<file path="config.mk">
export PLATFORM = sky130hd
export DESIGN_NAME = dnc_read_weighting
export DESIGN_NICKNAME = d
export VERILOG_FILES = /design/src/logic/dnc_num_pkg.sv /design/src/logic/dnc_stream_pkg.sv /design/src/logic/weight_sequencer.sv /design/src/logic/mode_mix_pipe.sv /design/src/logic/dnc_read_weighting.sv
export SDC_FILE = /design/constraint.sdc
export NUM_CORES = 2
export LEC_CHECK = 0
export BUFFER_PORTS_ARGS = -buffer_cell sky130_fd_sc_hd__buf_2
export CAP_MARGIN = 30
export CORE_AREA = 2 2 199 347
export CTS_BUF_LIST = sky130_fd_sc_hd__clkbuf_4 sky130_fd_sc_hd__clkbuf_8
export CTS_CLUSTER_SIZE = 40
export DETAILED_ROUTE_END_ITERATION = 8
export DIE_AREA = 0 0 201 349
export PLACE_DENSITY = 0.8
export SETUP_SLACK_MARGIN = 0.5
export SYNTH_ARGS = -nofsm -noshare
export SYNTH_HDL_FRONTEND = slang
export SYNTH_SLANG_ARGS = --single-unit
</file>
<file path="constraint.sdc">
create_clock -name CLK -period 8.98 [get_ports CLK]
set_clock_uncertainty 0.2 [all_clocks]
set_input_delay 0 -clock CLK [delete_from_list [all_inputs] [get_ports CLK]]
set_output_delay 0 -clock CLK [all_outputs]
set_load 0.02 [all_outputs]
</file>
<file path="src/logic/dnc_num_pkg.sv">
`default_nettype none

package dnc_num_pkg;

  //////////////////////////////
  // Fixed-point format
  //////////////////////////////

  // Signed Q2.14 values
  localparam int WEIGHT_W = 16;
  localparam int FRAC_W   = 14;

  // Full-precision product of two weights
  localparam int PROD_W = 32;

  // Two guard bits for the sum of three products
  localparam int SUM_W = 34;

  // Basic signed types
  typedef logic signed [WEIGHT_W-1:0] weight_t;
  typedef logic signed [PROD_W-1:0]   prod_t;
  typedef logic signed [SUM_W-1:0]    sum_t;

  // Clamp limits of a weight
  localparam weight_t WEIGHT_MAX = 16'sh7fff;
  localparam weight_t WEIGHT_MIN = 16'sh8000;

  //////////////////////////////
  // Read mode
  //////////////////////////////

  // Mode triple pi(i) of one read head
  // backward, content and forward shares
  typedef struct packed {
    weight_t backward;
    weight_t content;
    weight_t forward;
  } mode_triple_t;

endpackage

`default_nettype wire

</file>
<file path="src/logic/dnc_stream_pkg.sv">
`default_nettype none

package dnc_stream_pkg;

  //////////////////////////////
  // Sizes and indices
  //////////////////////////////

  // R read heads, N memory locations
  localparam int NUM_HEADS = 2;
  localparam int NUM_LOCS  = 4;

  localparam int HEAD_W = $clog2(NUM_HEADS);
  localparam int LOC_W  = $clog2(NUM_LOCS);

  typedef logic [HEAD_W-1:0] head_t;
  typedef logic [LOC_W-1:0]  loc_t;

  // Final index values of a frame
  localparam head_t LAST_HEAD = head_t'(NUM_HEADS - 1);
  localparam loc_t  LAST_LOC  = loc_t'(NUM_LOCS - 1);

  //////////////////////////////
  // Input stream
  //////////////////////////////

  // Per-location backward, content and forward weightings
  typedef struct packed {
    dnc_num_pkg::weight_t b;
    dnc_num_pkg::weight_t c;
    dnc_num_pkg::weight_t f;
  } elem_triple_t;

  // One 48-bit word, read as mode or as element
  typedef union packed {
    dnc_num_pkg::mode_triple_t mode;
    elem_triple_t              elem;
  } in_word_u;

  typedef struct packed {
    logic     is_mode;
    in_word_u word;
  } in_beat_t;

  //////////////////////////////
  // Internal and output beats
  //////////////////////////////

  // Sequencer to pipe, one element with its modes
  typedef struct packed {
    head_t                     head;
    loc_t                      loc;
    logic                      last;
    dnc_num_pkg::mode_triple_t modes;
    elem_triple_t              elems;
  } mix_req_t;

  // One read weight w(i,j)
  typedef struct packed {
    head_t                head;
    loc_t                 loc;
    logic                 last;
    dnc_num_pkg::weight_t w;
  } out_beat_t;

endpackage

`default_nettype wire

</file>
<file path="src/logic/weight_sequencer.sv">
`timescale 1ns/1ps
`default_nettype none

module weight_sequencer (
  input  wire                      CLK,
  input  wire                      RST,

  // Input stream
  input  wire                      in_valid,
  output logic                     in_ready,
  input  wire dnc_stream_pkg::in_beat_t in_data,

  // Request to mixing pipe
  output logic                     req_valid,
  input  wire                      req_ready,
  output dnc_stream_pkg::mix_req_t req,

  // Sticky word-order error
  output logic                     order_error
);

  import dnc_num_pkg::*;
  import dnc_stream_pkg::*;

  //////////////////////////////
  // State
  //////////////////////////////

  // High while the next word should be a mode word
  logic         expect_mode_q;

  // Current head and location
  head_t        head_q;
  loc_t         loc_q;

  // Latched pi(i) of the current head
  mode_triple_t modes_q;

  // Handshake decode
  logic accept;
  logic mode_ok;
  logic elem_ok;
  logic wrong_kind;
  logic loc_end;
  logic head_end;

  //////////////////////////////
  // Handshake
  //////////////////////////////

  // Mode words never wait on the pipe
  assign in_ready = expect_mode_q | req_ready;
  assign accept   = in_valid & in_ready;

  assign mode_ok    = accept & expect_mode_q & in_data.is_mode;
  assign elem_ok    = accept & ~expect_mode_q & ~in_data.is_mode;
  // Mode word while elements expected, or the reverse
  assign wrong_kind = accept & (expect_mode_q ^ in_data.is_mode);

  assign loc_end  = (loc_q == LAST_LOC);
  assign head_end = (head_q == LAST_HEAD);

  // Only a correctly placed element word becomes a request
  assign req_valid = in_valid & ~expect_mode_q & ~in_data.is_mode;

  always_comb begin
    req.head  = head_q;
    req.loc   = loc_q;
    // Final element of the frame
    req.last  = head_end & loc_end;
    req.modes = modes_q;
    req.elems = in_data.word.elem;
  end

  //////////////////////////////
  // Position counters
  //////////////////////////////

  always_ff @(posedge CLK or posedge RST) begin
    if (RST) begin
      expect_mode_q <= 1'b1;
      head_q        <= '0;
      loc_q         <= '0;
    end else if (mode_ok) begin
      expect_mode_q <= 1'b0;
    end else if (elem_ok) begin
      if (loc_end) begin
        // Head done, wait for next mode word
        loc_q         <= '0;
        expect_mode_q <= 1'b1;
        if (head_end) begin
          head_q <= '0;
        end else begin
          head_q <= head_q + 1'b1;
        end
      end else begin
        loc_q <= loc_q + 1'b1;
      end
    end
  end

  // Mode triple latch
  always_ff @(posedge CLK) begin
    if (mode_ok) begin
      modes_q <= in_data.word.mode;
    end
  end

  //////////////////////////////
  // Order error
  //////////////////////////////

  // Set once, cleared only by reset
  always_ff @(posedge CLK or posedge RST) begin
    if (RST) begin
      order_error <= 1'b0;
    end else if (wrong_kind) begin
      order_error <= 1'b1;
    end
  end

endmodule

`default_nettype wire

</file>
<file path="src/logic/mode_mix_pipe.sv">
`timescale 1ns/1ps
`default_nettype none

module mode_mix_pipe (
  input  wire                       CLK,
  input  wire                       RST,

  // Request from sequencer
  input  wire                       req_valid,
  output logic                      req_ready,
  input  wire dnc_stream_pkg::mix_req_t req,

  // Output stream
  output logic                      out_valid,
  input  wire                       out_ready,
  output dnc_stream_pkg::out_beat_t out_data
);

  import dnc_num_pkg::*;
  import dnc_stream_pkg::*;

  // Stage 1 contents, tags plus three products
  typedef struct packed {
    head_t head;
    loc_t  loc;
    logic  last;
    prod_t prod_b;
    prod_t prod_c;
    prod_t prod_f;
  } stage1_t;

  //////////////////////////////
  // Signals
  //////////////////////////////

  // Stage valids
  logic      s1_valid;
  logic      s2_valid;

  // Stage payloads
  stage1_t   s1_d;
  stage1_t   s1_q;
  out_beat_t s2_d;
  out_beat_t s2_q;

  // Stage may take new data
  logic      s1_ready;
  logic      s2_ready;

  // Stage 2 arithmetic
  sum_t      sum;
  sum_t      scaled;
  weight_t   w_sat;

  //////////////////////////////
  // Flow control
  //////////////////////////////

  // Empty, or draining this cycle
  assign s2_ready  = ~s2_valid | out_ready;
  assign s1_ready  = ~s1_valid | s2_ready;
  assign req_ready = s1_ready;

  always_ff @(posedge CLK or posedge RST) begin
    if (RST) begin
      s1_valid <= 1'b0;
      s2_valid <= 1'b0;
    end else begin
      if (s1_ready) begin
        s1_valid <= req_valid;
      end
      if (s2_ready) begin
        s2_valid <= s1_valid;
      end
    end
  end

  //////////////////////////////
  // Stage 1 multiply
  //////////////////////////////

  // Sign-extend before multiplying, full 32-bit products
  always_comb begin
    s1_d.head   = req.head;
    s1_d.loc    = req.loc;
    s1_d.last   = req.last;
    s1_d.prod_b = prod_t'(req.modes.backward) * prod_t'(req.elems.b);
    s1_d.prod_c = prod_t'(req.modes.content) * prod_t'(req.elems.c);
    s1_d.prod_f = prod_t'(req.modes.forward) * prod_t'(req.elems.f);
  end

  //////////////////////////////
  // Stage 2 sum and clamp
  //////////////////////////////

  always_comb begin
    sum    = sum_t'(s1_q.prod_b) + sum_t'(s1_q.prod_c) + sum_t'(s1_q.prod_f);
    // Arithmetic shift, floor rounding
    scaled = sum >>> FRAC_W;
    if (scaled > sum_t'(WEIGHT_MAX)) begin
      w_sat = WEIGHT_MAX;
    end else if (scaled < sum_t'(WEIGHT_MIN)) begin
      w_sat = WEIGHT_MIN;
    end else begin
      w_sat = weight_t'(scaled);
    end
    s2_d.head = s1_q.head;
    s2_d.loc  = s1_q.loc;
    s2_d.last = s1_q.last;
    s2_d.w    = w_sat;
  end

  // Payload registers, loaded only on a stage advance
  always_ff @(posedge CLK) begin
    if (req_valid && s1_ready) begin
      s1_q <= s1_d;
    end
    if (s1_valid && s2_ready) begin
      s2_q <= s2_d;
    end
  end

  assign out_valid = s2_valid;
  assign out_data  = s2_q;

endmodule

`default_nettype wire

</file>
<file path="src/logic/dnc_read_weighting.sv">
`timescale 1ns/1ps
`default_nettype none

module dnc_read_weighting (
  input  wire                       CLK,
  input  wire                       RST,

  // Mode and element words
  input  wire                       in_valid,
  output logic                      in_ready,
  input  wire dnc_stream_pkg::in_beat_t in_data,

  // Read weights
  output logic                      out_valid,
  input  wire                       out_ready,
  output dnc_stream_pkg::out_beat_t out_data,

  output logic                      order_error
);

  import dnc_stream_pkg::*;

  // Sequencer to pipe
  logic     req_valid;
  logic     req_ready;
  mix_req_t req;

  //////////////////////////////
  // Position tracking
  //////////////////////////////

  weight_sequencer u_seq (
    .CLK         (CLK),
    .RST         (RST),
    .in_valid    (in_valid),
    .in_ready    (in_ready),
    .in_data     (in_data),
    .req_valid   (req_valid),
    .req_ready   (req_ready),
    .req         (req),
    .order_error (order_error)
  );

  //////////////////////////////
  // Mixing pipeline
  //////////////////////////////

  mode_mix_pipe u_pipe (
    .CLK       (CLK),
    .RST       (RST),
    .req_valid (req_valid),
    .req_ready (req_ready),
    .req       (req),
    .out_valid (out_valid),
    .out_ready (out_ready),
    .out_data  (out_data)
  );

endmodule

`default_nettype wire

</file>
==> key figures <==
Floorplan
  – Die Y: 349 µm
  – DIE AREA: ~0.07 mm²
  – Num ports: 76
  – Initial Util: 0.545
  – Die Span X: roughly 200 µm
  – Rows: between 100 and 150
  – Core ar.: 0.0673 mm²

Global routing
  – M1 GR Usage: 0.261
  – Number of global-route vias before repair: 28.6k
  – First-pass GRT wire length: about 140 mm
  – GRT busiest layer: met2
  – Antenna violations before repair: 2
  – Met2 Resource Use GR: 0.479
  – Gr usage total: 0.257
  – Grt ovf: 0
  – Met3 Resource Use GR: 0.0277
  – Largest net degree at the start of global routing: 84

Route
  – 1st-iter DRT viols: 1156
  – Average wire per standard cell: 18.2 µm
  – DRC viols: 0
  – Vias after detailed routing: 25.1k
  – Post-DRT Antenna Nets: 0
  – Routed wire length: 83.6 mm
  – First-pass DRT Iterations: 5
  – Vias per cell: 5.47

Placed design
  – Dpl cells: 4499
  – DP HPWL: 69.8 mm
  – Placed cell areas: 0.0378 mm²
  – GPL Wtd Cong: 0.890
  – Port-buffer cells: 75

Setup path
  – Reg-to-Reg End: u_pipe.s1_q[89]
  – Setup CP Type: flop to flop
  – Critical Path, Cell by Cell: nand2_1 -> fa_1 -> fa_1 -> fa_1 -> inv_1 -> fa_1 -> fa_1 -> inv_1 -> fa_1 -> inv_1 -> ha_1 -> a21oi_1 -> o21bai_1 -> a2111oi_0 -> nor3_1 -> nor3_1 -> o21bai_1 -> a21oi_1 -> nor3_1 -> a311o_1
  – CP delay by family, top: adder cells
  – CP required: 9.10 ns
  – Critical path startpoint: u_seq.req[90]
  – Reg2reg path depth: 20
  – Reg-to-reg startpoint: u_seq.req[90]
  – Crit path largest cell delay: 0.74 ns
  – Worst path bufs/invs: 3
  – Crit path max fanout: 16
  – WP depth: 20
  – Critical path startpoint category: flop
  – CP dominant cell by count: fa_1
  – Crit end category: flop
  – Worst-path cell with the longest stage delay: edfxtp_1
  – Crit path to: u_pipe.s1_q[89]
  – Worst EP arrival: 7.23 ns
  – R2R Setup Slk: 1.87 ns

Logic synthesis
  – Post-synth ARST share: 0.0400
  – Netlist cell types: 79
  – Synthesized Nets: 4776
  – YS warnings: 0
  – Mean post-synth cell area: approximately 10 µm²
  – Mapped Area: 0.0367 mm²
  – Leading register cell type out of synthesis: edfxtp_1
  – Seq/Total Area, Yosys: 0.142
  – Synth Instances: 3627
  – Number of synthesized register bits: 175
  – Number of synthesized flops with an enable pin: 168

STA
  – Slew Limit Headroom: 0.362
  – Final hold vios: 0
  – FMAX: 141 MHz
  – Final period util: 0.791
  – Setup_tns: 0 ns
  – Max-slew violation count: 0
  – Min Tclk post-route: 7.11 ns
  – Worst-Margin Slew: 0.958 ns
  – Count of final setup violators: 0
  – RSZ-0062 raised after global routing: no

Cells and area
  – Commonest cells after routing, fill and taps aside: inv_1 (875), fa_1 (817), nand2_1 (405), and2_1 (360), ha_1 (279)
  – Register Area: 0.00522 mm²
  – Multi-input gate area: 0.0278 mm²
  – Final layout net count: between 4k and 5k
  – Most common cell after layout, fill and taps aside: inv_1
  – Layout area overhead: 5.94%
  – Share of cells above drive strength 1: 0.0431
  – Layout Cells excl Fill: 4589
  – Finished Cell Area: 0.0389 mm²
  – FILL cells: about 5.6k

CTS
  – TritonCTS clock tree: done
  – Htree depth: 4
  – Bufs on Longest Clock Path: 2
  – Insertion delay to the later sink of the worst-skew pair: 0.57 ns
  – Clock sink count: roughly 180
  – Root Driver: clkbuf_8
  – CTS Buf Count: 17
  – Clock Pin Slew Worst Setup and Hold Paths: 0.12 ns

Run status
  – Run status: finished, final reports clean

Run
  – Max Cap Viol: 0

Worst hold path
  – Worst Hold Class: input pin to flop
what timing repair did:
item                                   CTS  global route
gates resized for setup                  0             0
hold buffers                            56             0
setup buffers                            0             0
endpoints found under the hold margin  104             0
worst min-delay path by stage:
stage,cells after the start,start,to,slack [ns]
floorplan,1,RST,u_pipe.out_valid,-0.40
global placement,2,RST,u_pipe.out_valid,-0.26
detailed placement,2,RST,u_pipe.out_valid,-0.26
CTS,3,in_valid,u_seq.order_error,0.02
global route,3,in_valid,u_seq.order_error,0.04
finish,3,in_valid,u_seq.order_error,0.05
cell type report:
class	instances	share of cell area
Inverter	876	0.0846
Antenna cell	1	0.0000644
Multi-Input combinational cell	2473	0.715
Timing Repair Buffer	136	0.0261
Clock buffer	17	0.00602
Tap cell	896	0.0288
Sequential cell	175	0.134
Clock inverter	15	0.00525
per-layer routing:
| metal | vias to the layer above | wire length [µm] |
|---|---|---|
| li1 | 11000 | - |
| met1 | 12900 | 26900 |
| met2 | 845 | 45800 |
| met3 | 360 | 3500 |
| met4 | 0 | 7470 |
| met5 | - | 0 |
synth_stat cells, types with 9 or more instances:
master      n  area share
a31oi_1    10      0.0017
nand2_1   405       0.041
a21oi_1    76       0.010
nand4_1     9      0.0015
nor3_1     24      0.0033
a21o_1     43      0.0088
o21ai_0    38      0.0052
fa_1      817        0.45
nor2b_1    10      0.0017
nand2b_1   26      0.0044
nor2_1     82      0.0084
inv_1     875       0.090
o21a_1     12      0.0025
o21ai_2    10      0.0024
and2_1    360       0.061
xnor2_1    95       0.023
clkbuf_1  100       0.010
edfxtp_1  168        0.14
xor2_1     31      0.0074
and3_1      9      0.0015
o21bai_1   11      0.0023
nand3_1    20      0.0027
ha_1      279       0.095
logic make-up after synthesis:
group,Yosys count,share of synthesized area
AO/OA/AOI/OAI,277,0.0533
XOR/XNOR,128,0.0310
adder cells (fa/ha/maj),1096,0.541
buffers and inverters,979,0.101
flip-flops,175,0.142
multiplexers,4,0.00116
AND/OR/NAND/NOR,968,0.131
state kept, by name, summed over array words and instances, names as in the netlist:
signal / flops
u_pipe.s1_valid: 1
u_seq.head_end: 1
u_seq.req: 48
u_seq.order_error: 1
u_pipe.out_data: 20
u_seq.expect_mode_q: 1
u_pipe.s1_q: 100
u_pipe.out_valid: 1
u_seq.loc_q: 2
stage by stage:
stage / utilization / hold WS [ns] / worst slack [ns]
floorplan: - / -0.397 / 2.50
global placement: 0.562 / -0.262 / 2.03
detailed placement: 0.562 / -0.257 / 1.89
CTS: 0.577 / 0.0214 / 1.89
global route: 0.577 / 0.0382 / 1.55
finish: 0.577 / 0.0544 / 1.87
worst min-delay path, stage by stage:
cell and delay (ns):
dlygate4sd3_1 0.52, buf_2 0.15, a21o_1 0.11
Power is not shown: default switching activity piles up to over one toggle a cycle in this logic, so the estimate is an artifact.
